===== src/source/lq_pointers.sv =====
`timescale 1ns/1ps

module lq_pointers #(
	parameter int lq_depth = 8
) (
	input  logic                        clock,
	input  logic                        reset,
	input  logic                        clean,
	input  logic                        mem_in1,
	input  logic                        mem_in2,
	input  logic                        retire,
	output logic [$clog2(lq_depth)-1:0] head,
	output logic [lq_depth-1:0]         load_enable1,
	output logic [lq_depth-1:0]         load_enable2,
	output logic                        full
);

	localparam int idx_width = $clog2(lq_depth);
	localparam int count_width = idx_width + 1;  // Must hold lq_depth itself

	logic [idx_width-1:0]   tail;
	logic [idx_width-1:0]   tail_plus1;
	logic [count_width-1:0] count;
	logic [count_width-1:0] accepted;
	logic [count_width-1:0] retired;

	assign tail_plus1 = tail + 1'b1;  // Wraps, depth is a power of two
	assign accepted = count_width'(mem_in1) + count_width'(mem_in2);
	assign retired = count_width'(retire);

	// Fewer than two free slots left
	assign full = count >= count_width'(lq_depth - 1);

	always_comb begin
		load_enable1 = '0;
		load_enable2 = '0;
		if (mem_in1) begin
			load_enable1[tail] = 1'b1;
		end
		if (mem_in2) begin
			if (mem_in1) begin
				load_enable2[tail_plus1] = 1'b1;
			end else begin
				load_enable2[tail] = 1'b1;  // Slot 2 alone takes the tail
			end
		end
	end

	always_ff @(posedge clock) begin
		if (reset || clean) begin
			head  <= '0;
			tail  <= '0;
			count <= '0;
		end else begin
			head  <= head + idx_width'(retire);
			tail  <= tail + idx_width'(accepted);
			count <= count + accepted - retired;
		end
	end

endmodule


===== config.mk =====
export PLATFORM = sky130hd
export DESIGN_NAME = lq_pointers
export DESIGN_NICKNAME = d
export VERILOG_FILES = /design/src/source/lq_pointers.sv
export SDC_FILE = /design/constraint.sdc
export NUM_CORES = 1
export LEC_CHECK = 0
export BUFFER_PORTS_ARGS = -buffer_cell sky130_fd_sc_hd__buf_4
export CAP_MARGIN = 15
export CORE_UTILIZATION = 49
export DETAILED_ROUTE_END_ITERATION = 6
export HOLD_SLACK_MARGIN = 0.1
export PLACE_DENSITY = 0.78
export RECOVER_POWER = 25
export SYNTH_ARGS = -nofsm -noshare
export SYNTH_HDL_FRONTEND = slang
export SYNTH_SLANG_ARGS = --single-unit

===== constraint.sdc =====
create_clock -name clock -period 1.8 [get_ports clock]
set_input_delay 0.09 -clock clock [delete_from_list [all_inputs] [get_ports clock]]
set_output_delay 0.09 -clock clock [all_outputs]
set_load 0.03 [all_outputs]

==> results by group <==
Outcome
  – Status: completed

Global route
  – First-pass GRT wire length: between 2 and 3 mm
  – Total gr overflow: 0
  – Initial antenna violation count: 0
  – Vias in the first global route: between 600 and 700
  – Pin count of the biggest net entering global routing: 13
  – Total Routing Usage GR: between 10% and 20%

Pwr
  – Comb pwr share: around a third
  – Internal Power: 0.4491 mW
  – Peak supply drop: 497.7 uV
  – Sequential share of power: 38.0%
  – Clk pwr share: around 30%
  – Power Total: between 0.6 and 0.7 mW
  – Leak pwr: just under 0.5 nW
  – Switching part of the total: between 30% and 40%
  – Psw: slightly above 0.2 mW
  – Pwr per Cell Area: between 600 and 700 nW/um^2

CTS
  – Inserted Clock Buffers: 3
  – Clk_lat worst skew: 0.26 ns
  – Clock Sinks: 10
  – Post CTS Setup Buffer Count: 0
  – Hold Buf Count CTS: 0
  – Clk buf depth: 2
  – Clock root cell: clkbuf_4
  – H-tree levels: 1
  – CTS tree: done
  – CTS clk-pin slew, worst paths: around 0.070 ns

Min path
  – Hold_sp: reset
  – Worst Hold Class: input pin to flop

Finish
  – # fillers: approximately 140
  – Share of cells above drive strength 1: approximately a quarter
  – Commonest non-fill, non-tap cell in the layout: buf_4
  – Area delta synth->final: 28.46%
  – Most frequent cells in the layout: buf_4 (25), nor2_1 (13), inv_1 (12)
  – Non-Filler Instances: 142
  – N_diodes: 0
  – # nets final: about 150

Synth
  – Ys flop type: dfxtp_1
  – Synth Net Count: between 100 and 150
  – Register area share after synthesis: roughly 25%
  – Netlist Area Pre-Place: around 810 sq um
  – #FFs+latches synth: 10
  – Adder-cell share of the synthesized area: between 20% and 30%
  – Distinct cells, synth: 30
  – Multiplexer area fraction after synthesis: 0%
  – Simple-Gate Fraction of Synth Area: between 20 and 30%
  – Compound-cell area share of the yosys netlist: under 10%
  – Yosys warns: 0
  – Largest family of logic cells by synthesized area: simple AND/OR/NAND/NOR gates
  – Async set-reset flop share out of synthesis: 0%
  – Post-Synthesis Cells: slightly below 100
  – Mean post-synth cell area: 8.299 sq um
  – Post-synthesis xor/xnor area fraction: between 7 and 8%
  – Post-synth EDFFs: 0

Detailed routing
  – First drt pass iteration count: 6
  – Vias per inst: 5.303
  – DRT Wirelength: about 1.6 mm
  – DRC: 0
  – DR WL/cell: between 10 and 15 um
  – Initial DRC count: 29
  – Routed Antenna Nets: 0
  – Via count: 753

Critical path
  – R2R Path Start: count[1]
  – Reg2reg setup slack: around 0.30 ns
  – Worst Path Arrival: around 1.6 ns
  – Crit path kind: flop to primary output
  – Worst-path fanout max: 9
  – WP data required: ~1.7 ns
  – CP Launch Type: flop
  – Crit. End Element: primary output
  – Worst path max stage delay: roughly 0.36 ns
  – Crit-path cells: ha_1 -> nor3b_1 -> a21oi_1 -> nor2b_1 -> buf_4
  – Worst setup path start: tail[1]
  – Crit-path slowest cell: dfxtp_2

Timing
  – Post-route minimum period: around 1.7 ns
  – Final setup vio count: 0
  – TNS Setup: 0 ns
  – RSZ-0062 raised after global routing: no
  – Relative slew slack: 70.79%
  – Slew @ Worst Pin: between 0.4 and 0.5 ns
  – Setup Skew: around 0.0044 ns
  – Slew Viols, Final: 0
  – Fin. Hold Viols: 0
  – Achievable frequency: 0.5822 GHz
  – Final period util: ~95%

Die
  – Core area: roughly 1500 sq um
  – Die Ht: 42.74 um
  – Die width: about 43 um
  – Num ports: 26
  – DIE AREA: roughly 1800 sq um
  – Initial Util: 53.37%
  – Row count: 14

Job
  – Max_cap viols: 0

Place
  – Placed Cells: between 100 and 150
  – Number of port buffers: 25
  – DP HPWL: 1.360 mm
  – Final GP Congestion: just under 0.8
layout make-up:
type | instances | area (sq um) | area share (%)
Tap cell | 16 | 20.02 | 1.916
Sequential cell | 10 | 201.4 | 19.28
Clock buffer | 4 | 36.28 | 3.473
Inverter | 12 | 45.04 | 4.311
Multi-Input combinational cell | 72 | 543.0 | 51.98
Timing Repair Buffer | 28 | 198.9 | 19.04
synthesized netlist by cell type, types with 2 or more instances:
| cell | count | share of area (%) |
|---|---|---|
| nand3b_1 | 2 | 1.8 |
| nand2_1 | 4 | 1.8 |
| a21oi_1 | 2 | 1.2 |
| o22ai_1 | 2 | 1.5 |
| nor2_1 | 13 | 6.0 |
| nor3_1 | 2 | 1.2 |
| nor2b_1 | 2 | 1.5 |
| fa_1 | 2 | 4.9 |
| ha_1 | 11 | 17 |
| buf_2 | 2 | 1.2 |
| nand3_1 | 3 | 1.8 |
| inv_1 | 12 | 5.5 |
| o32ai_1 | 3 | 3.2 |
| nand2b_1 | 4 | 3.1 |
| xor2_1 | 2 | 2.2 |
| and2_1 | 9 | 6.9 |
| dfxtp_1 | 10 | 25 |
state kept, by name, indices dropped and copies added (netlist names):
register and flops:
tail 3, count 4, head 3
per-layer routing:
metal	GRT usage, %	vias up	routed length (um)
met5	0	-	0
met4	5.625	0	12
met3	1.277	4	70
met2	29.70	24	729
met1	27.97	343	822
li1	-	382	-
through the flow:
stage	utilization [%]	hold slack [ns]	worst slack [ns]	cell area, sq um
floorplan	-	0.2979	0.2147	813.3
global placement	66.83	0.4246	0.07478	1018
detailed placement	66.83	0.4393	0.01477	1018
CTS	69.29	0.1600	0.07883	1056
global route	68.55	0.1789	0.001660	1045
finish	68.55	0.1695	0.08249	1045
critical path: cells and delay by family (launching register included):
kind	cells	cell delay, ns
AO/OA/AOI/OAI	1	0.11
adder cells (fa/ha/maj)	1	0.34
buffers and inverters	1	0.16
flip-flops	1	0.36
AND/OR/NAND/NOR	2	0.40
worst paths after layout:
check | to | cells after the start
hold / removal | count[3] | 4
hold reg to reg | head[2] | 2
setup reg to reg | count[3] | 7
setup / recovery | load_enable2[1] | 5
power by group through the flow:
stage	Clock [mW]	Combinational [mW]	Sequential [mW]
2_1_floorplan	0	0.145	0.253
5_1_grt	0.212	0.236	0.251
3_3_place_gp	0	0.206	0.253
4_1_cts	0.202	0.214	0.249
6_report	0.195	0.212	0.249
3_5_place_dp	0	0.212	0.253
timing repair:
action,CTS,global route
endpoints found under the hold margin,0,0
resized for setup,1,0
setup endpoints to repair,2,0
cell families after synthesis:
family	after synthesis
xor gates and xnor gates	5
buffers and inverters	16
DFF	10
and+or+nand+nor	44
AOI/OAI and AO/OA	10
adders and majority gates	13
Note: power is estimated with default switching activity, not from simulation.
