$ cat src/source/lq_pkg.sv
package lq_pkg;

	localparam int xlen = 64;          // Data and address width
	localparam int inst_width = 32;
	localparam int rob_idx_width = 6;  // One bit over the 32-entry ROB index for wrap
	localparam int prf_tag_width = 6;  // 64 physical registers

	// Encodings follow funct3 of the RISC-V load instructions
	typedef enum logic [2:0] {
		load_byte   = 3'b000,
		load_half   = 3'b001,
		load_word   = 3'b010,
		load_double = 3'b011,
		load_byte_u = 3'b100,
		load_half_u = 3'b101,
		load_word_u = 3'b110
	} load_size_t;

	function automatic load_size_t decode_load_size(input logic [inst_width-1:0] inst);
		load_size_t size;
		case (inst[14:12])
			3'b000:  size = load_byte;
			3'b001:  size = load_half;
			3'b010:  size = load_word;
			3'b011:  size = load_double;
			3'b100:  size = load_byte_u;
			3'b101:  size = load_half_u;
			3'b110:  size = load_word_u;
			default: size = load_double;  // 3'b111 is no load, taken as full width
		endcase
		return size;
	endfunction

endpackage

$ cat src/source/lq_entry.sv
`timescale 1ns/1ps

module lq_entry import lq_pkg::*; (
	input  logic                     clock,
	input  logic                     reset,
	input  logic                     clean,
	input  logic                     load_enable1,
	input  logic                     load_enable2,
	input  logic                     free_enable,
	input  logic                     request,

	input  logic [xlen-1:0]          pc1,
	input  logic [inst_width-1:0]    inst1,
	input  logic [xlen-1:0]          opa1,
	input  logic [xlen-1:0]          opb1,        // Data, or a tag in the low bits
	input  logic                     opb_valid1,
	input  logic [rob_idx_width-1:0] rob_idx1,
	input  logic [prf_tag_width-1:0] dest_idx1,

	input  logic [xlen-1:0]          pc2,
	input  logic [inst_width-1:0]    inst2,
	input  logic [xlen-1:0]          opa2,
	input  logic [xlen-1:0]          opb2,
	input  logic                     opb_valid2,
	input  logic [rob_idx_width-1:0] rob_idx2,
	input  logic [prf_tag_width-1:0] dest_idx2,

	input  logic [xlen-1:0]          cdb1_data,
	input  logic [prf_tag_width-1:0] cdb1_tag,
	input  logic                     cdb1_valid,
	input  logic [xlen-1:0]          cdb2_data,
	input  logic [prf_tag_width-1:0] cdb2_tag,
	input  logic                     cdb2_valid,

	input  logic [xlen-1:0]          mem_data,
	input  logic                     mem_data_valid,

	output logic                     in_use,
	output logic                     ready,
	output logic [xlen-1:0]          pc,
	output logic [inst_width-1:0]    inst,
	output logic [xlen-1:0]          opa,
	output logic [xlen-1:0]          opb,
	output logic                     addr_valid,
	output logic [rob_idx_width-1:0] rob_idx,
	output logic [prf_tag_width-1:0] dest_tag,
	output logic [xlen-1:0]          mem_value,
	output logic                     requested
);

	logic load;
	logic waiting;
	logic hit1;
	logic hit2;
	logic capture;
	logic value_valid;

	assign load = load_enable1 | load_enable2;
	assign waiting = in_use & ~addr_valid;  // Offset still a tag
	assign hit1 = waiting & cdb1_valid & (opb[prf_tag_width-1:0] == cdb1_tag);
	assign hit2 = waiting & cdb2_valid & (opb[prf_tag_width-1:0] == cdb2_tag);

	// Only a requested, live load takes a response, so late data after a flush is dropped
	assign capture = in_use & requested & ~value_valid & mem_data_valid;
	assign ready = in_use & addr_valid & value_valid;

	always_ff @(posedge clock) begin
		if (reset) begin
			in_use      <= 1'b0;
			addr_valid  <= 1'b0;
			value_valid <= 1'b0;
			requested   <= 1'b0;
		end else if (clean) begin
			in_use <= 1'b0;
		end else if (load) begin
			in_use      <= 1'b1;  // Wins over a free in the same cycle
			addr_valid  <= load_enable1 ? opb_valid1 : opb_valid2;
			value_valid <= 1'b0;
			requested   <= 1'b0;
		end else begin
			if (free_enable) begin
				in_use <= 1'b0;
			end
			if (hit1 | hit2) begin
				addr_valid <= 1'b1;
			end
			if (capture) begin
				value_valid <= 1'b1;
			end
			if (request) begin
				requested <= 1'b1;  // Held until the slot is reloaded
			end
		end
	end

	always_ff @(posedge clock) begin
		if (load) begin
			if (load_enable1) begin
				pc       <= pc1;
				inst     <= inst1;
				opa      <= opa1;
				opb      <= opb1;
				rob_idx  <= rob_idx1;
				dest_tag <= dest_idx1;
			end else begin
				pc       <= pc2;
				inst     <= inst2;
				opa      <= opa2;
				opb      <= opb2;
				rob_idx  <= rob_idx2;
				dest_tag <= dest_idx2;
			end
		end else begin
			if (hit2) begin
				opb <= cdb2_data;  // Cdb2 wins when both match
			end else if (hit1) begin
				opb <= cdb1_data;
			end
			if (capture) begin
				mem_value <= mem_data;
			end
		end
	end

endmodule

$ cat config.mk
export PLATFORM = sky130hd
export DESIGN_NAME = lq_entry
export DESIGN_NICKNAME = d
export VERILOG_FILES = /design/src/source/lq_pkg.sv /design/src/source/lq_entry.sv
export SDC_FILE = /design/constraint.sdc
export NUM_CORES = 1
export LEC_CHECK = 0
export BUFFER_PORTS_ARGS = -buffer_cell sky130_fd_sc_hd__buf_2
export CAP_MARGIN = 40
export CORE_AREA = 10 10 377 379
export CTS_BUF_LIST = sky130_fd_sc_hd__clkbuf_8
export DETAILED_ROUTE_END_ITERATION = 7
export DIE_AREA = 0 0 387 389
export PLACE_DENSITY = 0.36
export SLEW_MARGIN = 20
export SYNTH_ARGS = -nofsm -noshare
export SYNTH_HDL_FRONTEND = slang
export SYNTH_SLANG_ARGS = --single-unit
$ cat constraint.sdc
create_clock -name clock -period 36.2 [get_ports clock]
set_clock_uncertainty 0.2 [all_clocks]
set_input_delay 7.24 -clock clock [delete_from_list [all_inputs] [get_ports clock]]
set_output_delay 7.24 -clock clock [all_outputs]
set_load 0.005 [all_outputs]
==> impl_metrics.toml <==
[cts]
post_cts_resized = 0
clock_sinks = 304
htreeDepth = 2
worstSkewPairLatency_ns = 0.69
post_cts.repair.setup_buffers = 0
cts_buffer_depth = 3
cts-root-buf = "clkbuf_8"
cts_tree = "built"
cts.hold.buffers_added = 0
clk_pin_slew_ns = 0.06
numCtsBuffers = 59

[floorplan]
coreArea_sq_um = 135000
start_util_pct = 9.61
placementRows = 135
fp.dieArea_sq_um = 151000
die_width_microns = 387
num_io_pins = 992
die_h_microns = 389

[yosys]
synth_top_area_share_pct = 69.6
yosys.cell_types.count = 27
synth_area_per_cell_sq_um = 17.1
synth.area.top_cells = "edfxtp_1 70%, mux2_2 14%, mux2i_1 5.0%"
syn_area_sq_um = 12900
synthCells = 757
synth_xor_area_share_pct = 0.812
synthAdderAreaFrac_pct = 0
synth-compound-area-share_pct = 6.39
yosysTopAreaCell = "edfxtp_1"
ys_seq_area_share_pct = 70.2
yosysWarnings = 0
synth.mux.area_fraction_pct = 20.0
synth-simple-area-share_pct = 0.802
ys_ff_latch = 304
synth_top_family_by_area = "multiplexers"
syn_nets = 1445

[job]
maxCapViolCount = 0

[final_layout]
finalInstanceArea_sq_um = 21300
final_cell_mix = "990 x buf_2, 300 x edfxtp_1, 166 x mux2_2"
register_area_sq_um = 9090
nNetsFinal = 2466
multiInputGateArea_sq_um = 3650
final_common_cell = "buf_2"
drive_gt1_share_pct = 68.6
fillCellCount = 15200
area_growth_pct = 64.7

[place]
portBuffers = 991
globalplace.congestion = 0.815
placed_area_sq_um = 20200
pre_cts_ws_ns = 25.70
dp_hpwl_microns = 69400

[setup_path]
cp-end-kind = "register"
worstPathMaxFanout = 74
critPathSlowestCell = "buf_4"
path_cells = "buf_8 > nor2_1 > inv_8 > buf_4 > buf_4 > o21ai_1"
crit_required_ns = 36.41
arrival_ns = 9.92
criticalPathCategory = "input port to register"
path_common_cell = "buf_4"
critPathMaxStageDelay_ns = 0.66
cp-start-kind = "input port"

[drt]
dr.pass1.iters = 4
num_vias = 11200
first_iter_violations = 383
viasPerCell = 3.09
drcViolationCount = 0
top_layer = "met5"
met1_length_microns = 30200
wl_microns = 81800
ant_nets = 0
wl_met2_microns = 43400
post_drt_wl_per_cell_microns = 22.6
met3_length_microns = 6340

[global_route]
overflow = 0
antenna_found_initial = 27
grt_pass1_vias = 12300
grt_max_degree = 75
track_usage_pct = 10.2
grt_pass1_wl_microns = 108000

[sta]
finalMaxSlewViolations = 0
slew_headroom_pct = 46.0
timing.fmax_mhz = 103
finalSetupViolations = 0
period_share_pct = 26.8
tightest_slew_ns = 0.810
fin_crit_ns = 9.70
tns_ns = 0
layout_setup_ws_ns = 26.50
finalHoldViolations = 0
rsz0062_at_grt = "false"

[pwr]
powerDensity_nw_per_um2 = 42.7
vdd_drop_max_mv = 0.0228
power_leakage_nw = 9.35

[outcome]
status = "completed"

[min_path]
hp-class = "register to register"
[cell usage after synthesis (all sizes together)]
| library cell | count |
|---|---|
| mux2 | 172 |
| buf | 25 |
| a22oi | 64 |
| nand3b | 2 |
| nor2b | 1 |
| nand2b | 1 |
| a221o | 1 |
| nor3 | 4 |
| nand4 | 2 |
| mux2i | 65 |
| a21oi | 2 |
| nor2 | 4 |
| a31oi | 1 |
| xor2 | 6 |
| clkbuf | 23 |
| xnor2 | 6 |
| and3 | 1 |
| nand3 | 2 |
| o21ai | 64 |
| edfxtp | 300 |
| dfxtp | 4 |
| nor4 | 2 |
| inv | 5 |
[path summary, 6_finish.rpt]
path,startpoint,to,slack (ns),depth (start not counted)
setup reg to reg,opb[0]$_DFFE_PP_,opb[61]$_DFFE_PP_,32.94,7
hold / removal,requested$_SDFFE_PP0P_,requested$_SDFFE_PP0P_,0.34,2
setup / recovery,load_enable1,opb[55]$_DFFE_PP_,26.50,6
hold reg to reg,requested$_SDFFE_PP0P_,requested$_SDFFE_PP0P_,0.34,2
[per-stage QoR]
stage / util (%) / hold WS (ns) / instances / power [mW]
2_1_floorplan: - / 0.277 / 757 / 0.479
3_3_place_gp: 14.9 / 0.346 / 3492 / 0.585
3_5_place_dp: 15.0 / 0.347 / 3497 / 0.586
4_1_cts: 15.8 / 0.354 / 3602 / 0.940
5_1_grt: 15.8 / 0.390 / 3608 / 0.961
6_report: 15.8 / 0.345 / 3612 / 0.911
[critical path, delay by kind of cell]
family          cells  cell delay [ns]
buf+inv             4             2.04
simple gates        1             0.28
compound gates      1             0.14
[where the power goes]
part,internal [mW],switching [mW]
Clock,0.173,0.166
Sequential,0.422,0.0119
Combinational,0.0669,0.0708
[kinds of logic (layout without fill, tap and decap cells)]
| group | Yosys count | count (layout) |
|---|---|---|
| other cells | 0 | 9 |
| flops | 304 | 304 |
| simple gates | 19 | 19 |
| xor+xnor | 12 | 12 |
| buf+inv | 53 | 1118 |
| compound gates | 132 | 132 |
| mux | 237 | 237 |
[final cells by class]
| type | instances | area share, % |
|---|---|---|
| sequential | 304 | 42.6 |
| timing repair buffer | 1008 | 24.4 |
| inverter | 5 | 0.123 |
| clock buffer | 59 | 3.81 |
| antenna | 9 | 0.106 |
| multi-input combinational | 400 | 17.1 |
| tap | 1781 | 10.5 |
| clock inverter | 46 | 1.37 |
[state kept, by name, summed over array words and instances, names as in the netlist]
signal and count:
rob_idx 6, value_valid 1, opb 64, dest_tag 6, inst 32, requested 1
pc 64, mem_value 64, addr_valid 1, opa 64, in_use 1
[layer usage]
metal  track usage, %  vias up
met5                0        -
li1                 -     5089
met4             2.46       12
met1             10.9     5396
met2             19.1      555
met3             3.62      110
No activity file was read; power rests on OpenSTA's default activity.
