--- src/source/lq_pkg.sv ---
package lq_pkg;

	localparam int xlen = 64;          // Data and address width
	localparam int inst_width = 32;
	localparam int rob_idx_width = 6;  // One bit over the 32-entry ROB index for wrap
	localparam int prf_tag_width = 6;  // 64 physical registers

	// Encodings follow funct3 of the RISC-V load instructions
	typedef enum logic [2:0] {
		load_byte   = 3'b000,
		load_half   = 3'b001,
		load_word   = 3'b010,
		load_double = 3'b011,
		load_byte_u = 3'b100,
		load_half_u = 3'b101,
		load_word_u = 3'b110
	} load_size_t;

	function automatic load_size_t decode_load_size(input logic [inst_width-1:0] inst);
		load_size_t size;
		case (inst[14:12])
			3'b000:  size = load_byte;
			3'b001:  size = load_half;
			3'b010:  size = load_word;
			3'b011:  size = load_double;
			3'b100:  size = load_byte_u;
			3'b101:  size = load_half_u;
			3'b110:  size = load_word_u;
			default: size = load_double;  // 3'b111 is no load, taken as full width
		endcase
		return size;
	endfunction

endpackage

--- src/source/lq_mem_issue.sv ---
`timescale 1ns/1ps

module lq_mem_issue import lq_pkg::*; #(
	parameter int lq_depth = 8
) (
	input  logic [$clog2(lq_depth)-1:0] head,
	input  logic [lq_depth-1:0]         in_use,
	input  logic [lq_depth-1:0]         addr_valid,
	input  logic [lq_depth-1:0]         requested,
	input  logic [xlen-1:0]             opa [lq_depth],
	input  logic [xlen-1:0]             opb [lq_depth],
	output logic [lq_depth-1:0]         request,
	output logic                        mem_req_valid,
	output logic [xlen-1:0]             mem_req_addr,
	output logic [$clog2(lq_depth)-1:0] mem_req_id
);

	localparam int idx_width = $clog2(lq_depth);

	logic [lq_depth-1:0]  eligible;
	logic [idx_width-1:0] slot;
	logic [idx_width-1:0] pick;
	logic                 found;

	assign eligible = in_use & addr_valid & ~requested;

	// Age order scan, the head is the oldest
	always_comb begin
		found = 1'b0;
		pick = head;
		slot = head;
		for (int k = 0; k < lq_depth; k++) begin
			slot = head + idx_width'(k);
			if (!found && eligible[slot]) begin
				found = 1'b1;
				pick = slot;
			end
		end
	end

	always_comb begin
		request = '0;
		if (found) begin
			request[pick] = 1'b1;  // Entry latches its requested flag at the edge
		end
	end

	assign mem_req_valid = found;
	assign mem_req_id = pick;
	assign mem_req_addr = opa[pick] + opb[pick];  // Base plus offset, alignment unchecked

endmodule

--- config.mk ---
export PLATFORM = sky130hd
export DESIGN_NAME = lq_mem_issue
export DESIGN_NICKNAME = d
export VERILOG_FILES = /design/src/source/lq_pkg.sv /design/src/source/lq_mem_issue.sv
export SDC_FILE = /design/constraint.sdc
export NUM_CORES = 1
export LEC_CHECK = 0
export BUFFER_PORTS_ARGS = -buffer_cell sky130_fd_sc_hd__buf_4
export CAP_MARGIN = 20
export CORE_AREA = 5 5 434 436
export DETAILED_ROUTE_END_ITERATION = 8
export DIE_AREA = 0 0 439 441
export PLACE_DENSITY = 0.3
export REMOVE_ABC_BUFFERS = 1
export SYNTH_ARGS = -nofsm -noshare
export SYNTH_HDL_FRONTEND = slang
export SYNTH_SLANG_ARGS = --single-unit
--- constraint.sdc ---
create_clock -name vclk -period 15.9
set_input_delay 1.59 -clock vclk [all_inputs]
set_output_delay 1.59 -clock vclk [all_outputs]
set_load 0.01 [all_outputs]
==> flow_summary.yaml, run 1 <==
outcome:
  status: "completed"
pwr:
  leakagePower_nw: 11.8
  ir_worst_vdd_mv: 0.0655
  p_per_area_nw_per_um2: 197
layout:
  clkbuf_count: 0
  drive_above_1_share_pct: 32.1
  syn_to_final_growth_pct: 80.6
  nets: 4812
  fillers: 22000
  fin_cells: 6183
  multi_input_area_sq_um: 12600
  final-seq-area_sq_um: 0
  flops_and_latches: 0
worst_setup_path:
  arrival_ps: 11440
  worstPathRequired_ps: 14310
  cp_slowest_cell: "ha_1"
  start_kind: "primary input"
  slowest_delay_ps: 730
  startpoint: "head[1]"
  crit_fanout: 153
  endpoint: "mem_req_addr[59]"
  criticalPathCategory: "in -> out"
  crit_path_end_kind: "primary output"
placement:
  dp.cells: 6173
  globalplace.congestion: 0.889
  port-buffer-count: 1127
  dp_hpwl_um: 121000
logic_synthesis:
  synth-seq-area-share_pct: 0
  syn_area_sq_um: 13600
  synthCells: 2759
  syn_area_per_cell_sq_um: 4.94
  ys_types: 66
  yosysWarnings: 0
sta:
  worst_pin_slew_ps: 1060
  hold_ws_ps: 3810
  setup_tns_ps: 0
  maxSlewViolCount: 0
  finalCriticalPeriod_ps: 13030
  fmax_mhz: 76.8
  hold_viol: 0
  setup_viol: 0
  slew_headroom_pct: 29.4
  grt_setup_unrepaired: "false"
  fin_crit_sh_pct: 81.9
grt:
  grt_usage_pct: 13.5
  grt_pass1_vias: 22700
  grt_max_degree: 154
  antenna_found_initial: 36
  grt_overflow_total: 0
  grt_first_pass_wirelength_um: 186000
route:
  routedWlPerCell_um: 22.9
  via_per_inst: 3.68
  ant_nets: 0
  drcViolationCount: 0
  drt-initial-drc-count: 1357
  totalWireLength_um: 142000
  drt_pass1_iterations: 5
  vias: 22700
clocking:
  post_cts_buffers: 0
  cts_hold_buffers: 0
  postCtsResizedCells: 0
floorplan:
  die_area_sq_um: 194000
  die_height_um: 441
  fp-row-count: 158
  fp.coreArea_sq_um: 184000
  die_w_um: 439
  start_util_pct: 7.40
  ios: 1127
min_path:
  hold_class: "in -> out"
  min_path_cells: 7
run:
  maxCapViolations: 0
## cells in the final DEF, fill, tap and decap left out, drive strengths merged, types with 3 or more instances in the layout
| cell | Yosys | routed |
|---|---|---|
| nand2 | 1191 | 1191 |
| buf | 94 | 1156 |
| nand3 | 651 | 651 |
| o21ai | 167 | 167 |
| ha | 65 | 65 |
| a21oi | 63 | 63 |
| nor2 | 56 | 56 |
| a21o | 46 | 46 |
| xnor2 | 41 | 41 |
| xor2 | 23 | 23 |
| inv | 19 | 19 |
| a31oi | 18 | 18 |
| mux2i | 13 | 13 |
| nor3 | 13 | 13 |
| nor2b | 12 | 12 |
| nand4 | 12 | 12 |
| o211ai | 11 | 11 |
| diode | 0 | 10 |
| mux4 | 10 | 10 |
| nand3b | 10 | 10 |
| o21a | 9 | 9 |
| mux2 | 8 | 8 |
| and2 | 8 | 8 |
| o31ai | 8 | 8 |
| nand2b | 8 | 8 |
| a211oi | 8 | 8 |
| and3 | 7 | 7 |
| nand4b | 6 | 6 |
| o21bai | 6 | 6 |
| a22oi | 5 | 5 |
| a32oi | 3 | 3 |
| o2111ai | 3 | 3 |
| or3 | 3 | 3 |
| a41oi | 3 | 3 |
| a21boi | 3 | 3 |
## area by class of cell
type               instances  area share [%]
multi-input cells       2517            51.4
repair buffers          1156            35.6
well taps               2480            12.6
inverters                 20           0.366
diodes                    10           0.102
## stage by stage
| step | util (%) | power (W) | cell area [sq um] | setup WS, ps |
|---|---|---|---|---|
| 3_3_place_gp | 13.3 | 0.00510 | 24600 | 2370 |
| 5_1_grt | 13.4 | 0.00535 | 24600 | 1490 |
| 3_5_place_dp | 13.3 | 0.00508 | 24600 | 2280 |
| 2_1_floorplan | - | 0.00269 | 12700 | -17170 |
| 4_1_cts | 13.3 | 0.00510 | 24600 | 2250 |
| 6_report | 13.4 | 0.00485 | 24600 | 2870 |
## logic make-up after synthesis
kind of cell | synth area share [%]
adders and majority gates | 6.12
and+or+nand+nor | 62.7
AOI/OAI and AO/OA | 16.3
buffers and inverters | 7.40
xor gates and xnor gates | 4.31
muxes | 3.27
## cell usage after synthesis (8+ instances only)
library cell | number | area share [%]
nand2_1 | 1191 | 33
nand3_1 | 651 | 24
o21ai_1 | 132 | 4.8
clkbuf_1 | 128 | 3.5
buf_2 | 71 | 2.6
ha_1 | 65 | 6.0
a21oi_1 | 63 | 2.3
nor2_1 | 56 | 1.5
a21o_1 | 46 | 2.5
xnor2_1 | 40 | 2.6
o21ai_0 | 35 | 1.3
xor2_1 | 22 | 1.4
buf_1 | 20 | 0.55
a31oi_1 | 18 | 0.83
inv_1 | 16 | 0.44
mux2i_1 | 13 | 0.95
nor3_1 | 13 | 0.48
nand4_1 | 12 | 0.55
nor2b_1 | 12 | 0.55
o211ai_1 | 11 | 0.61
mux4_2 | 10 | 1.7
nand3b_1 | 9 | 0.50
o21a_1 | 9 | 0.50
a211oi_1 | 8 | 0.44
and2_1 | 8 | 0.37
mux2_2 | 8 | 0.66
o31ai_1 | 8 | 0.44
## layer usage
layer	wire length [um]	vias to the layer above	global-route usage, %
li1	-	11300	-
met1	55400	10600	15.8
met2	74500	765	25.3
met3	8110	84	2.38
met4	3610	16	3.13
met5	109	-	0
## worst min path at each step
stage | from | to
final | opa[256] | mem_req_addr[0]
after global routing | opa[320] | mem_req_addr[0]
after CTS | opa[256] | mem_req_addr[0]
after detailed placement | opa[256] | mem_req_addr[0]
after global placement | opb[0] | mem_req_addr[0]
after floorplan | opa[64] | mem_req_addr[0]
## worst max-delay path, delay by kind of cell
kind            cells  cell delay, ps
compound gates     13            4140
simple gates        9            1580
xor+xnor            2             340
fa+ha+maj           2            1100
buf+inv             7            2210
## power by group
group	total (W)	leakage [nW]	internal, W	switching [W]
clock network	0.0000000000836	0.0000634	0.0000000000836	0
logic	0.00485	11.8	0.00170	0.00316
registers	0	0	0	0
total	0.00485	11.8	0.00170	0.00316
(Power assumes the default switching activity.)
==> run 2, diff against run 1 <==
--- a/config.mk
+++ b/config.mk
@@ -5,11 +5,12 @@
 export SDC_FILE = /design/constraint.sdc
 export NUM_CORES = 1
 export LEC_CHECK = 0
+export ABC_AREA = 1
 export BUFFER_PORTS_ARGS = -buffer_cell sky130_fd_sc_hd__buf_4
 export CAP_MARGIN = 20
-export CORE_AREA = 5 5 434 436
+export CORE_AREA = 5 5 436 438
 export DETAILED_ROUTE_END_ITERATION = 8
-export DIE_AREA = 0 0 439 441
+export DIE_AREA = 0 0 441 443
 export PLACE_DENSITY = 0.3
 export REMOVE_ABC_BUFFERS = 1
 export SYNTH_ARGS = -nofsm -noshare
==> constraint.sdc (replaced) <==
create_clock -name vclk -period 13.2
set_input_delay 1.32 -clock vclk [all_inputs]
set_output_delay 1.32 -clock vclk [all_outputs]
set_load 0.01 [all_outputs]
==> run 2 against run 1 <==
First-iteration DRC count decreased by 0.74%. Count of clock-buffer cells in the layout unchanged. Routed wire length increased by 11%. Sequential share of layout area unchanged. Critical path type unchanged. Critical endpoint is now mem_req_addr[49]. Global-route usage increased by 1.6 points. Hold slack got worse by 470 ps. Synthesized area about the same. Non-clock buffer count increased by 6. Worst setup slack got worse by 670 ps. Die area increased by 0.91%. Via count increased by 3.7%. Cell area increased by 0.35%.
==> flow_summary.yaml, run 2 <==
outcome:
  status: "completed"
route:
  via_per_inst: 3.68
  vias: 23600
  drcViolationCount: 0
  drt_pass1_iterations: 5
  drt-initial-drc-count: 1347
  routedWlPerCell_um: 24.6
  ant_nets: 0
  totalWireLength_um: 157000
logic_synthesis:
  ys_types: 45
  yosysWarnings: 0
  synth-seq-area-share_pct: 0
  synthTopCellsByArea: "nor2_1 (24%), nand2_1 (16%), o21ai_1 (9.1%), o21ai_0 (6.8%), ha_1 (6.0%)"
  yosys.area.top_type_share_pct: 24.5
  synthCells: 2904
  syn_area_per_cell_sq_um: 4.69
  yosys.area.top_type: "nor2_1"
  synth_most_common_cell: "nor2_1"
  synth_common_cells: "nor2_1 (889), nand2_1 (588), o21ai_1 (248)"
  syn_area_sq_um: 13600
placement:
  dp_hpwl_um: 139000
  globalplace.congestion: 0.874
  dp.cells: 6391
  port-buffer-count: 1127
  place_ws_ps: 1930
worst_setup_path:
  start_kind: "primary input"
  cp_slowest_cell: "a21boi_0"
  crit_path_end_kind: "primary output"
  worstPathRequired_ps: 11880
  critical_path.top_delay_family: "compound AO/OA/AOI/OAI gates"
  criticalPathCategory: "in -> out"
  arrival_ps: 9670
  crit_fanout: 130
  slowest_delay_ps: 740
  crit_top_cell: "nand2_1"
  path_buf_inv: 7
grt:
  antenna_found_initial: 54
  grt_pass1_vias: 23900
  grt_usage_pct: 15.1
  grt_max_degree: 147
  grt_first_pass_wirelength_um: 205000
  grt_overflow_total: 0
floorplan:
  start_util_pct: 7.32
  fp-row-count: 159
  die_w_um: 441
  die_area_sq_um: 195000
  ios: 1127
  fp.coreArea_sq_um: 186000
  die_height_um: 443
run:
  maxCapViolations: 0
layout:
  final_cell_mix: "buf_4 (1158), nor2_1 (889), nand2_1 (588), o21ai_1 (248), inv_1 (207)"
  drive_above_1_share_pct: 30.8
  final-seq-area_sq_um: 0
  flops_and_latches: 0
  final_common_cell: "buf_4"
  clkbuf_count: 0
  fin_cells: 6404
  nets: 5015
  syn_to_final_growth_pct: 81.1
clocking:
  cts_hold_buffers: 0
  post_cts_buffers: 0
  postCtsResizedCells: 0
sta:
  fin_crit_sh_pct: 83.3
  maxSlewViolCount: 0
  worst_pin_slew_ps: 942
  setup_viol: 0
  fmax_mhz: 91.0
  fin_ws_ps: 2210
  grt_setup_unrepaired: "false"
  hold_ws_ps: 3340
  slew_headroom_pct: 37.2
  hold_viol: 0
  finalCriticalPeriod_ps: 10990
min_path:
  hold_class: "in -> out"
-- run 2: worst paths after layout --
check,start,to,cells past startpoint
worst max-delay path,head[0],mem_req_addr[49],35
worst min-delay path,opb[448],mem_req_addr[0],7
-- run 2: per-layer routing --
| layer | track usage (%) | vias to the layer above | part of all wire, % |
|---|---|---|---|
| met4 | 1.72 | 10 | 1.4 |
| met1 | 18.9 | 11300 | 42 |
| met3 | 1.73 | 110 | 5.0 |
| met2 | 28.1 | 716 | 52 |
| li1 | - | 11500 | - |
| met5 | 0 | - | 0.033 |
-- run 2: layout make-up --
cell class / instances / area (sq um)
Timing Repair Buffer: 1162 / 8770
Multi-Input combinational cell: 2514 / 11900
Tap cell: 2495 / 3120
Antenna cell: 13 / 32.5
Inverter: 220 / 846
Fill cell: 22500 / 162000
-- run 2: cells by family after synthesis --
family          Yosys count  synth area share [%]
xor+xnor                 57                  3.99
simple gates           1735                  52.0
compound gates          656                  25.3
fa+ha+maj                66                  6.11
buf+inv                 390                  12.6
-- run 2: through the flow --
step	TNS [ps]	util, %	cell area, sq um
2_1_floorplan	-66750	-	12700
5_1_grt	0	13.2	24700
4_1_cts	0	13.2	24700
6_report	0	13.3	24700
3_5_place_dp	0	13.2	24700
3_3_place_gp	0	13.2	24700
==> run 3, diff against run 2 <==
==> constraint.sdc (replaced) <==
create_clock -name vclk -period 11.3
set_input_delay 1.13 -clock vclk [all_inputs]
set_output_delay 1.13 -clock vclk [all_outputs]
set_load 0.01 [all_outputs]
==> run 3 against run 2 <==
Non-clock buffer count up 7. First-iteration DRC count grew 11%. Worst setup slack worse by 1100 ps. Critical path depth down 1. Hold slack lost 410 ps. Critical endpoint unchanged.
==> flow_summary.yaml, run 3 (synthesis results as in run 2) <==
sta:
  finalCriticalPeriod_ps: 10180
  slew_headroom_pct: 37.3
  fin_crit_sh_pct: 90.1
  fmax_mhz: 98.3
  grt_setup_unrepaired: "false"
  worst_pin_slew_ps: 930
  maxSlewViolCount: 0
  setup_viol: 0
  setup_tns_ps: 0
  hold_viol: 0
route:
  vias: 23400
  drt_pass1_iterations: 5
  ant_nets: 0
  via_per_inst: 3.65
  drt-initial-drc-count: 1498
  drcViolationCount: 0
  totalWireLength_um: 158000
  routedWlPerCell_um: 24.6
worst_setup_path:
  worstPathRequired_ps: 10170
  slowest_delay_ps: 560
  crit_fanout: 106
  criticalPathCategory: "in -> out"
  start_kind: "primary input"
  cp_slowest_cell: "inv_8"
  critical_path.top_delay_family: "compound AO/OA/AOI/OAI gates"
  crit_top_cell: "nand2_1"
  arrival_ps: 9050
  path_buf_inv: 7
  crit_path_end_kind: "primary output"
layout:
  syn_to_final_growth_pct: 82.4
  flops_and_latches: 0
  clkbuf_count: 0
  fillers: 22400
  final_common_cell: "buf_4"
  drive_above_1_share_pct: 31.0
  final_cell_mix: "buf_4 (1156), nor2_1 (889), nand2_1 (588), o21ai_1 (248), inv_1 (207)"
  final-seq-area_sq_um: 0
  fin_area_sq_um: 24900
  nets: 5022
  fin_cells: 6412
placement:
  dp_hpwl_um: 138000
  place_area_sq_um: 24800
  port-buffer-count: 1127
  globalplace.congestion: 0.879
  dp.cells: 6398
floorplan:
  fp-row-count: 159
  fp.coreArea_sq_um: 186000
  start_util_pct: 7.32
  ios: 1127
  die_area_sq_um: 195000
  die_height_um: 443
  die_w_um: 441
grt:
  grt_max_degree: 107
  antenna_found_initial: 55
  grt_first_pass_wirelength_um: 205000
  grt_usage_pct: 15.1
  grt_pass1_vias: 23900
  grt_overflow_total: 0
outcome:
  status: "completed"
clocking:
  post_cts_buffers: 0
  cts_hold_buffers: 0
  postCtsResizedCells: 0
pwr:
  ir_worst_vdd_mv: 0.111
  total_power_w: 0.00703
  p_per_area_nw_per_um2: 283
  leakagePower_nw: 11.9
min_path:
  hold_class: "in -> out"
run:
  maxCapViolations: 0
-- run 3: cell count changes in the layout (fill, tap and decap cells not counted), sizes merged --
cell / previous run / this run
diode: 13 / 14
buf: 1162 / 1169
-- run 3: where the power goes --
group            internal [W]  leakage [nW]  switching (W)
sequential                  0             0              0
clock          0.000000000134     0.0000889              0
combinational         0.00232          11.9        0.00471
total                 0.00232          11.9        0.00471
-- run 3: metrics by stage --
stage / worst slack, ps / utilization, % / hold WS (ps)
2_1_floorplan: -3170 / - / 2480
3_3_place_gp: 933 / 13.3 / 2950
3_5_place_dp: 872 / 13.3 / 2950
4_1_cts: 854 / 13.3 / 2950
5_1_grt: 474 / 13.3 / 2990
6_report: 1120 / 13.4 / 2930
-- run 3: metal layers --
layer | routed length (um) | up-vias | global-route usage [%]
met5 | 105 | - | 0
met4 | 2530 | 18 | 2.12
met3 | 7470 | 111 | 1.73
met2 | 81900 | 779 | 28.2
met1 | 65600 | 11000 | 18.7
li1 | - | 11500 | -
-- run 3: layout make-up --
cell class / count / area [sq um] / share of cell area (%)
diodes: 14 / 35.0 / 0.141
repair buffers: 1169 / 8940 / 36.0
multi-input cells: 2514 / 11900 / 47.9
inverters: 220 / 846 / 3.40
well taps: 2495 / 3120 / 12.6
-- run 3: worst paths after layout --
| kind | to | cells after the start | from | slack (ps) |
|---|---|---|---|---|
| setup / recovery | mem_req_addr[49] | 34 | head[0] | 1120 |
| hold / removal | mem_req_addr[0] | 7 | opa[256] | 2930 |
