--- config.mk ---
export PLATFORM = sky130hd
export DESIGN_NAME = lq_retire
export DESIGN_NICKNAME = d
export VERILOG_FILES = /design/src/source/lq_pkg.sv /design/src/source/lq_retire.sv
export SDC_FILE = /design/constraint.sdc
export NUM_CORES = 1
export LEC_CHECK = 0
export BUFFER_PORTS_ARGS = -buffer_cell sky130_fd_sc_hd__clkbuf_2
export CAP_MARGIN = 20
export CORE_AREA = 2 2 604 606
export DETAILED_ROUTE_END_ITERATION = 12
export DIE_AREA = 0 0 606 608
export REMOVE_ABC_BUFFERS = 1
export SLEW_MARGIN = 10
export SYNTH_ARGS = -nofsm -noshare
export SYNTH_HDL_FRONTEND = slang
export SYNTH_SLANG_ARGS = --single-unit
--- constraint.sdc ---
create_clock -name vclk -period 2.6
set_clock_uncertainty 0.15 [all_clocks]
set_input_delay 0.13 -clock vclk [all_inputs]
set_output_delay 0.13 -clock vclk [all_outputs]
set_load 0.05 [all_outputs]
--- src/source/lq_pkg.sv ---
package lq_pkg;

	localparam int xlen = 64;          // Data and address width
	localparam int inst_width = 32;
	localparam int rob_idx_width = 6;  // One bit over the 32-entry ROB index for wrap
	localparam int prf_tag_width = 6;  // 64 physical registers

	// Encodings follow funct3 of the RISC-V load instructions
	typedef enum logic [2:0] {
		load_byte   = 3'b000,
		load_half   = 3'b001,
		load_word   = 3'b010,
		load_double = 3'b011,
		load_byte_u = 3'b100,
		load_half_u = 3'b101,
		load_word_u = 3'b110
	} load_size_t;

	function automatic load_size_t decode_load_size(input logic [inst_width-1:0] inst);
		load_size_t size;
		case (inst[14:12])
			3'b000:  size = load_byte;
			3'b001:  size = load_half;
			3'b010:  size = load_word;
			3'b011:  size = load_double;
			3'b100:  size = load_byte_u;
			3'b101:  size = load_half_u;
			3'b110:  size = load_word_u;
			default: size = load_double;  // 3'b111 is no load, taken as full width
		endcase
		return size;
	endfunction

endpackage

--- src/source/lq_retire.sv ---
`timescale 1ns/1ps

module lq_retire import lq_pkg::*; #(
	parameter int lq_depth = 8
) (
	input  logic [$clog2(lq_depth)-1:0] head,
	input  logic [lq_depth-1:0]         ready,
	input  logic [inst_width-1:0]       inst [lq_depth],
	input  logic [xlen-1:0]             mem_value [lq_depth],
	input  logic [prf_tag_width-1:0]    dest_tag [lq_depth],
	input  logic [rob_idx_width-1:0]    rob_idx [lq_depth],
	input  logic [xlen-1:0]             pc [lq_depth],
	output logic                        retire,
	output logic                        wb_valid,
	output logic [xlen-1:0]             wb_data,
	output logic [prf_tag_width-1:0]    wb_dest_tag,
	output logic [rob_idx_width-1:0]    wb_rob_idx,
	output logic [xlen-1:0]             wb_pc
);

	load_size_t      size;
	logic [xlen-1:0] value;

	assign size = decode_load_size(inst[head]);
	assign value = mem_value[head];

	assign retire = ready[head];  // Frees the head at this edge
	assign wb_valid = ready[head];
	assign wb_dest_tag = dest_tag[head];
	assign wb_rob_idx = rob_idx[head];
	assign wb_pc = pc[head];

	always_comb begin
		case (size)
			load_byte:   wb_data = {{(xlen-8){value[7]}}, value[7:0]};
			load_half:   wb_data = {{(xlen-16){value[15]}}, value[15:0]};
			load_word:   wb_data = {{(xlen-32){value[31]}}, value[31:0]};
			load_byte_u: wb_data = {{(xlen-8){1'b0}}, value[7:0]};
			load_half_u: wb_data = {{(xlen-16){1'b0}}, value[15:0]};
			load_word_u: wb_data = {{(xlen-32){1'b0}}, value[31:0]};
			default:     wb_data = value;  // Double needs no extension
		endcase
	end

endmodule

==> summary.txt, run 1 <==
status - finished, violations left
failing checks - setup timing
CP Max Fanout - 12
vias - 15.4k
CP Data Required Time - 2.32 ns
Vias/cell - 2.24
setup TNS - -0.450 ns
count leader, synth - mux4_2
Clock buffer cells - 0
final setup vio count - 7
core area - 0.362 mm^2
sequential cell count - 0
port bufs - 1,297
HP Class - in -> out
fmax - 368 MHz
drt total wl - 265,000 um
DRT Pass-1 Iters - 5
register area - 0 um^2
hold path start - pc[313]
cell leakage power - 0.00947 uW
max incr delay on CP - 0.51 ns
number of I/O pins - 1,529
Die Y - 608 um
hold depth - 4
relative slew slack - 47.6%
vias in the first global route - 14.8k
Initial Util - 2.56%
first-pass GRT wire length - 296,000 um
Post-Syn Area - 0.00926 mm^2
top post-synthesis cells by area - mux4_2 (70%), mux2_2 (15%), buf_2 (3.1%)
min cycle time layout - 2.71 ns
crit-path cells - buf_12, mux4_2, mux2i_1, buf_4, nand4_4, buf_12, buf_12, o211ai_1, clkbuf_16
row count - 221
Layout area overhead - 167%
gr usage total - 13.8%
WHS Endpoint - wb_pc[57]
most frequent CP cell - buf_12
Die Wd - 606 um
Avg Cell Area, Syn - 14.7 um^2
Hold WS - 0.712 ns
gr ovfl total - 0
wire per inst - 38.7 um
total of max-cap violations - 0
crit share post-route - 104%
RePlAce Congestion - 0.961
Synth area leader - mux4_2
total power - 7220 uW
CP Capture Type - output port
post-route setup slack - -0.115 ns
initial antenna violation count - 402
largest net degree at the start of global routing - 68
Die ar. - 0.368 mm^2
RSZ-0062 raised after global routing - yes
crit start category - input port
slew at the pin closest to its max-slew limit - 0.787 ns
crit path DAT - 2.43 ns
placed wire-length estimate - 255,000 um
drt first-iter violations - 976
Seq/Total Area, Yosys - 0%
Slowest cell on crit path - mux4_2
Synth Instances - 630
maximum vdd drop - 0.274 mV
Nets - 3,365
area occupied by multi-input gates - 0.00883 mm^2
Synth top area share - 70.1%
share of layout cells above drive strength 1 - 94.7%
Slew Limit Fails - 0
Filler cells - 42.7k
Residual DRC - 0
Final Hold Vio Count - 0
YS warnings - 0
Distinct cells, synth - 19
post-route ant nets - 0
P per Cell Area - 292 mW/mm^2
Synth top cells by count - mux4_2 (288), mux2_2 (121), buf_2 (57)
WS Path Type - in -> out
-- metal layers --
metal  track usage [%]  wire (um)  vias up
met5                 0       1210        -
met4              2.85       8660      186
met3              8.18      37500      642
met2              22.8     122000     1465
met1              15.2      96300     7326
li1                  -          -     5738
-- worst max path at each step --
stage | from | end | slack [ns] | depth (start not counted)
5_1_grt | head[0] | wb_data[55] | -0.1 | 7
3_5_place_dp | head[0] | wb_data[11] | -0.73 | 8
4_1_cts | head[0] | wb_data[42] | -0.11 | 10
6_report | head[0] | wb_data[55] | -0.11 | 9
3_3_place_gp | head[0] | wb_data[11] | -0.73 | 8
2_1_floorplan | head[0] | wb_data[32] | -0.15 | 4
-- layout by cell type, fill, tap and decap left out, types with 2 or more instances in the layout --
cell type / netlist / final
buf_12: 0 / 133
buf_16: 0 / 3
buf_4: 12 / 88
buf_6: 7 / 6
clkbuf_16: 0 / 3
clkbuf_2: 0 / 1203
clkbuf_4: 0 / 9
diode_2: 0 / 76
mux2_2: 121 / 118
mux2_4: 0 / 3
mux2i_1: 24 / 20
mux2i_4: 2 / 6
mux4_2: 288 / 288
nand2_1: 2 / 2
nand3_1: 32 / 31
o211ai_1: 32 / 32
o21ai_0: 8 / 5
o21ai_1: 1 / 2
o21ai_2: 0 / 2
o22ai_1: 15 / 12
o22ai_2: 0 / 3
-- through the flow --
step	cell area (um^2)	setup slack, ns	utilization, %	instances
4_1_cts	24200	-0.113	6.70	6748
3_3_place_gp	24000	-0.727	6.64	6746
6_report	24700	-0.115	6.83	6846
2_1_floorplan	8710	-0.153	-	529
3_5_place_dp	24000	-0.728	6.64	6746
5_1_grt	24600	-0.0965	6.80	6810
-- repair_timing --
item / 4_1_cts / 5_1_grt
endpoints found under the setup margin: 49 / 26
pin swaps: 3 / 5
hold buffers: 0 / 0
gates resized for setup: 35 / 13
cloned: 1 / 2
buffers inserted: 1 / 20
-- power by group --
group | switching (uW) | total, uW | internal, uW
clock | 0 | 0.00407 | 0.00407
sequential | 0 | 0 | 0
combinational | 4150 | 7220 | 3070
total | 4150 | 7220 | 3070
-- cells by family after synthesis --
family	Yosys count	synth area share, %
buffers and inverters	101	5.92
and+or+nand+nor	38	2.12
muxes	435	87.9
AOI/OAI and AO/OA	56	4.10
-- critical path: cells and delay by family --
family / cells / cell delay (ns)
AND/OR/NAND/NOR: 1 / 0.11
buffers and inverters: 5 / 0.97
multiplexers: 2 / 0.88
AO/OA/AOI/OAI: 1 / 0.29
-- final cells by class --
| cell class | instances | share of cell area, % |
|---|---|---|
| Antenna cell | 76 | 0.770 |
| Multi-Input combinational cell | 529 | 35.7 |
| Tap cell | 4794 | 24.3 |
| Timing Repair Buffer | 1447 | 39.2 |
Note: power is estimated with default switching activity, not from simulation.
==> inputs of run 2 (changes only) <==
--- a/config.mk
+++ b/config.mk
@@ -7,9 +7,9 @@
 export LEC_CHECK = 0
 export BUFFER_PORTS_ARGS = -buffer_cell sky130_fd_sc_hd__clkbuf_2
 export CAP_MARGIN = 20
-export CORE_AREA = 2 2 604 606
+export CORE_AREA = 2 2 590 592
 export DETAILED_ROUTE_END_ITERATION = 12
-export DIE_AREA = 0 0 606 608
+export DIE_AREA = 0 0 592 594
 export REMOVE_ABC_BUFFERS = 1
 export SLEW_MARGIN = 10
 export SYNTH_ARGS = -nofsm -noshare
==> constraint.sdc (replaced) <==
create_clock -name vclk -period 2.4
set_clock_uncertainty 0.15 [all_clocks]
set_input_delay 0.12 -clock vclk [all_inputs]
set_output_delay 0.12 -clock vclk [all_outputs]
set_load 0.05 [all_outputs]
==> run 2 against run 1 <==
Compared with the run above: the run still ends with setup timing left; worst setup slack lost 0.26 ns; wire length increased by 5.5%; clock-buffer cell count unchanged; via count up 8.2%; cell count barely moved; combinational power rose by 24%; sequential cell count unchanged; critical path depth stayed put; critical path type unchanged; largest cell class unchanged.
==> summary.txt, run 2 (synthesis results as in run 1) <==
status - finished, violations left
failing checks - setup timing
port bufs - 1,297 (unchanged)
row count - 216 (-2.3%)
Vias/cell - 2.43 (+8.1%)
Filler cells - 40.3k (-5.6%)
largest net degree at the start of global routing - 49 (-28%)
Placed Area - 0.0247 mm^2 (+2.9%)
Die Y - 594 um (-2.3%)
crit-path cells - buf_16, mux4_2, mux2_4, mux2i_4, buf_12, buf_12, buf_12, o211ai_1, clkbuf_16
final instance area - 0.0272 mm^2 (+9.9%)
worst path bufs/invs - 5 (unchanged)
gr ovfl total - 0 (unchanged)
cell leakage power - 0.0106 uW (+12%)
area occupied by multi-input gates - 0.00918 mm^2 (+4.0%)
relative slew slack - 57.2% (+9.7 points)
placed wire-length estimate - 265,000 um (+4.1%)
CP Data Required Time - 2.13 ns (-0.19 ns)
Slew Limit Fails - 0 (unchanged)
RSZ-0062 raised after global routing - yes
setup TNS - -16.83 ns (-16.38 ns)
crit start category - input port
initial antenna violation count - 395 (-1.7%)
Final Hold Vio Count - 0 (unchanged)
WS Path Type - in -> out
final setup vio count - 113 (+106)
total of max-cap violations - 0 (unchanged)
most common cell after layout, fill and taps aside - clkbuf_2
slew at the pin closest to its max-slew limit - 0.629 ns (-0.158 ns)
Die ar. - 0.352 mm^2 (-4.6%)
met1 WL - 92,200 um (-4.3%)
number of I/O pins - 1,529 (unchanged)
Layout area overhead - 193%
max layer used - met5
most frequent CP cell - buf_12
share of layout cells above drive strength 1 - 96.2% (+1.5 points)
gr usage total - 15.2% (+1.4 points)
crit path DAT - 2.51 ns (+0.08 ns)
vias - 16.6k (+8.2%)
DRT Pass-1 Iters - 5 (unchanged)
post-route ant nets - 0 (unchanged)
Clock buffer cells - 0 (unchanged)
CP Max Fanout - 6 (-6)
Residual DRC - 0 (unchanged)
drt first-iter violations - 1,120 (+15%)
DR WL met3 - 45,500 um (+21%)
P per Cell Area - 329 mW/mm^2 (+13%)
hold_buf cts - 0 (unchanged)
Largest delay share family, worst path - multiplexers
post-route setup slack - -0.376 ns (-0.261 ns)
Inst Count DP - 6,577 (-2.5%)
fmax - 360 MHz
Nets - 3,452 (+2.6%)
core area - 0.345 mm^2 (-4.6%)
HP Class - in -> out
RePlAce Congestion - 0.974 (+1.4%)
final cell count without fillers - 6,850 (+0.058%)
first-pass GRT wire length - 313,000 um (+5.8%)
drt total wl - 280,000 um (+5.5%)
total power - 8940 uW (+24%)
Slowest cell on crit path - mux4_2
Initial Util - 2.68% (+0.12 points)
highest-count cells in the layout ignoring fill and taps - clkbuf_2 (1,154), mux4_2 (288), buf_12 (175)
Hold WS - 0.686 ns (-0.0259 ns)
vias in the first global route - 16.3k (+10%)
sequential cell count - 0 (unchanged)
maximum vdd drop - 0.239 mV (-13%)
wire per inst - 40.8 um (+5.4%)
register area - 0 um^2 (unchanged)
met2 WL - 126,000 um (+3.6%)
min cycle time layout - 2.78 ns
CP Capture Type - output port
Die Wd - 592 um (-2.3%)
max incr delay on CP - 0.54 ns (+0.03 ns)
crit share post-route - 116%
-- run 2: changes by cell type in the layout (fill, tap and decap cells not counted), moves of 10 or more --
cell | previous run | this run
buf_8 | 1 | 16
clkbuf_8 | 0 | 16
clkbuf_2 | 1203 | 1154
buf_4 | 88 | 123
mux2_2 | 118 | 70
mux2_4 | 3 | 51
diode_2 | 76 | 209
buf_16 | 3 | 17
mux2i_1 | 20 | 10
buf_12 | 133 | 175
-- run 2: through the flow --
| stage | util, % | setup slack (ns) |
|---|---|---|
| global route | 7.80 | -0.387 |
| detailed placement | 7.17 | -0.783 |
| floorplan | - | -0.333 |
| finish | 7.87 | -0.376 |
| CTS | 7.57 | -0.371 |
| global placement | 7.16 | -1.12 |
-- run 2: tightest hold or removal path: stages --
cell and delay [ns]:
clkbuf_2 0.07, mux4_2 0.21, mux2_4 0.16, buf_12 0.14
-- run 2: metal layers --
metal,global-route usage (%),vias to the layer above
li1,-,6071
met1,14.9,7951
met2,24.7,1648
met3,10.8,711
met4,6.35,234
met5,0,-
-- run 2: power breakdown --
part           internal, uW  leakage [uW]  switching [uW]  total (uW)
Sequential                0             0               0           0
Combinational          4050        0.0106            4890        8940
Clock               0.00949    0.00000133               0     0.00949
-- run 2: area by class of cell --
type | count | share of cell area [%]
multi-input cells | 529 | 33.8
repair buffers | 1534 | 43.2
diodes | 209 | 1.93
well taps | 4578 | 21.1
-- run 2: worst paths after layout --
kind,startpoint,endpoint,slack (ns),cells after the start
setup / recovery,head[0],wb_data[59],-0.38,9
hold / removal,pc[365],wb_pc[45],0.69,4
-- run 2: repair_timing --
item / 4_1_cts / 5_1_grt
endpoints found under the setup margin: 128 / 127
resized for setup: 174 / 70
hold endpoints to repair: 0 / 0
buffers inserted: 37 / 14
gates cloned: 10 / 5
pin swaps: 2 / 5
==> inputs of run 3 (changes only) <==
--- a/config.mk
+++ b/config.mk
@@ -7,9 +7,12 @@
 export LEC_CHECK = 0
 export BUFFER_PORTS_ARGS = -buffer_cell sky130_fd_sc_hd__clkbuf_2
 export CAP_MARGIN = 20
-export CORE_AREA = 2 2 590 592
+export CELL_PAD_IN_SITES_DETAIL_PLACEMENT = 1
+export CELL_PAD_IN_SITES_GLOBAL_PLACEMENT = 1
+export CORE_AREA = 2 2 587 589
 export DETAILED_ROUTE_END_ITERATION = 12
-export DIE_AREA = 0 0 592 594
+export DIE_AREA = 0 0 589 591
+export PLACE_DENSITY_LB_ADDON = 0.1
 export REMOVE_ABC_BUFFERS = 1
 export SLEW_MARGIN = 10
 export SYNTH_ARGS = -nofsm -noshare
==> constraint.sdc (replaced) <==
create_clock -name vclk -period 2.8
set_clock_uncertainty 0.15 [all_clocks]
set_input_delay 0.14 -clock vclk [all_inputs]
set_output_delay 0.14 -clock vclk [all_outputs]
set_load 0.05 [all_outputs]
==> run 3 against run 2 <==
Compared with the run above: non-clock buffer count fell by 126; largest cell class unchanged; critical endpoint is now wb_data[34]; highest routed layer unchanged; the run now ends clean; critical path depth up 1; sequential share of layout area unchanged.
==> summary.txt, run 3 (synthesis results as in run 1) <==
wire per inst - 27.6 um (-32%)
relative slew slack - 52.3% (-5.0 points)
Placed Area - 0.0237 mm^2 (-4.0%)
Die Wd - 589 um (-0.51%)
CP Max Fanout - 24 (+18)
Clock buffer cells - 0 (unchanged)
Slew Limit Fails - 0 (unchanged)
cell leakage power - 0.00926 uW (-13%)
Vias/cell - 2.07 (-15%)
initial antenna violation count - 172 (-56%)
HP Class - in -> out
RSZ-0062 raised after global routing - no
WS Path Type - in -> out
DRT Pass-1 Iters - 4 (-1)
beginning of the critical path - head[0]
CP Capture Type - output port
first-pass GRT wire length - 217,000 um (-31%)
area occupied by multi-input gates - 0.00874 mm^2 (-4.8%)
number of I/O pins - 1,529 (unchanged)
min cycle time layout - 2.70 ns
slew at the pin closest to its max-slew limit - 0.719 ns (+0.0901 ns)
largest net degree at the start of global routing - 40 (-18%)
Initial Util - 2.71% (+0.025 points)
Final Hold Vio Count - 0 (unchanged)
total power - 6500 uW (-27%)
drt first-iter violations - 501 (-55%)
total of max-cap violations - 0 (unchanged)
maximum vdd drop - 0.0844 mV (-65%)
Filler cells - 40.6k (+0.75%)
hold path start - pc[204]
highest-count cells in the layout ignoring fill and taps - clkbuf_2 (1,176), mux4_2 (288), buf_12 (137)
port bufs - 1,297 (unchanged)
P per Cell Area - 270 mW/mm^2 (-18%)
vias - 13.6k (-18%)
Residual DRC - 0 (unchanged)
Die Y - 591 um (-0.51%)
share of layout cells above drive strength 1 - 94.2% (-2.1 points)
hold_buf cts - 0 (unchanged)
register area - 0 um^2 (unchanged)
crit start category - input port
gr ovfl total - 0 (unchanged)
final setup vio count - 0 (-100%)
Die ar. - 0.348 mm^2 (-1.0%)
RePlAce Congestion - 0.803 (-18%)
fmax - 371 MHz
placed wire-length estimate - 172,000 um (-35%)
Nets - 3,326 (-3.7%)
crit path DAT - 2.41 ns (-0.10 ns)
status - finished clean
vias in the first global route - 15.6k (-4.4%)
final instance area - 0.0240 mm^2 (-11%)
Hold WS - 0.734 ns (+0.0487 ns)
drt total wl - 181,000 um (-35%)
gr usage total - 9.98% (-5.3 points)
most common cell after layout, fill and taps aside - clkbuf_2
core area - 0.342 mm^2 (-0.93%)
crit share post-route - 96.3%
post-route ant nets - 0 (unchanged)
CP Data Required Time - 2.51 ns (+0.38 ns)
row count - 215 (-0.46%)
sequential cell count - 0 (unchanged)
Layout area overhead - 160%
## run 3: cell count changes in the layout (fill, tap and decap cells not counted), moves of 14 or more
| cell | previous run | this run |
|---|---|---|
| diode_2 | 209 | 68 |
| mux2_2 | 70 | 120 |
| mux2_4 | 51 | 1 |
| buf_12 | 175 | 137 |
| buf_4 | 123 | 89 |
| clkbuf_2 | 1154 | 1176 |
| clkbuf_8 | 16 | 0 |
| buf_16 | 17 | 2 |
| buf_6 | 15 | 1 |
| buf_8 | 16 | 2 |
## run 3: per-layer routing
layer / up-vias / global-route usage, % / part of all wire, %
li1: 5644 / - / -
met1: 6492 / 9.67 / 34
met2: 1066 / 18.1 / 49
met3: 250 / 6.64 / 15
met4: 112 / 0.837 / 2.0
met5: - / 0 / 0.39
## run 3: cell type report
type / instances / share of cell area (%)
diodes: 68 / 0.708
multi-input cells: 529 / 36.4
well taps: 4557 / 23.7
repair buffers: 1408 / 39.2
## run 3: repair_timing
action / in CTS / in global routing
setup endpoints to repair: 22 / 1
cloned: 1 / 0
buffers inserted: 3 / 2
pin swaps: 2 / 1
hold endpoints to repair: 0 / 0
resized for setup: 8 / 1
## run 3: critical path, cell delays in order
cell	delay, ns
buf_16	0.13
buf_12	0.14
mux4_2	0.53
mux2_4	0.34
mux2i_4	0.20
buf_12	0.16
buf_12	0.16
o211ai_1	0.23
buf_4	0.16
buf_12	0.13
## run 3: path summary, 6_finish.rpt
kind,cells past startpoint,to,slack (ns)
hold / removal,4,wb_pc[12],0.73
setup / recovery,10,wb_data[34],0.10
## run 3: where the power goes
group / switching, uW / internal (uW)
sequential: 0 / 0
combinational: 3610 / 2890
clock: 0 / 0.00349
total: 3610 / 2890
## run 3: through the flow
| stage | util, % | TNS [ns] | setup WS (ns) | cells |
|---|---|---|---|---|
| after floorplan | - | 0 | 0.0265 | 529 |
| after global placement | 6.94 | -1.39 | -0.362 | 6486 |
| after detailed placement | 6.94 | -0.692 | -0.205 | 6488 |
| after CTS | 6.98 | 0 | 0.0152 | 6492 |
| after global routing | 6.99 | 0 | 0.00361 | 6500 |
| final | 7.03 | 0 | 0.105 | 6562 |
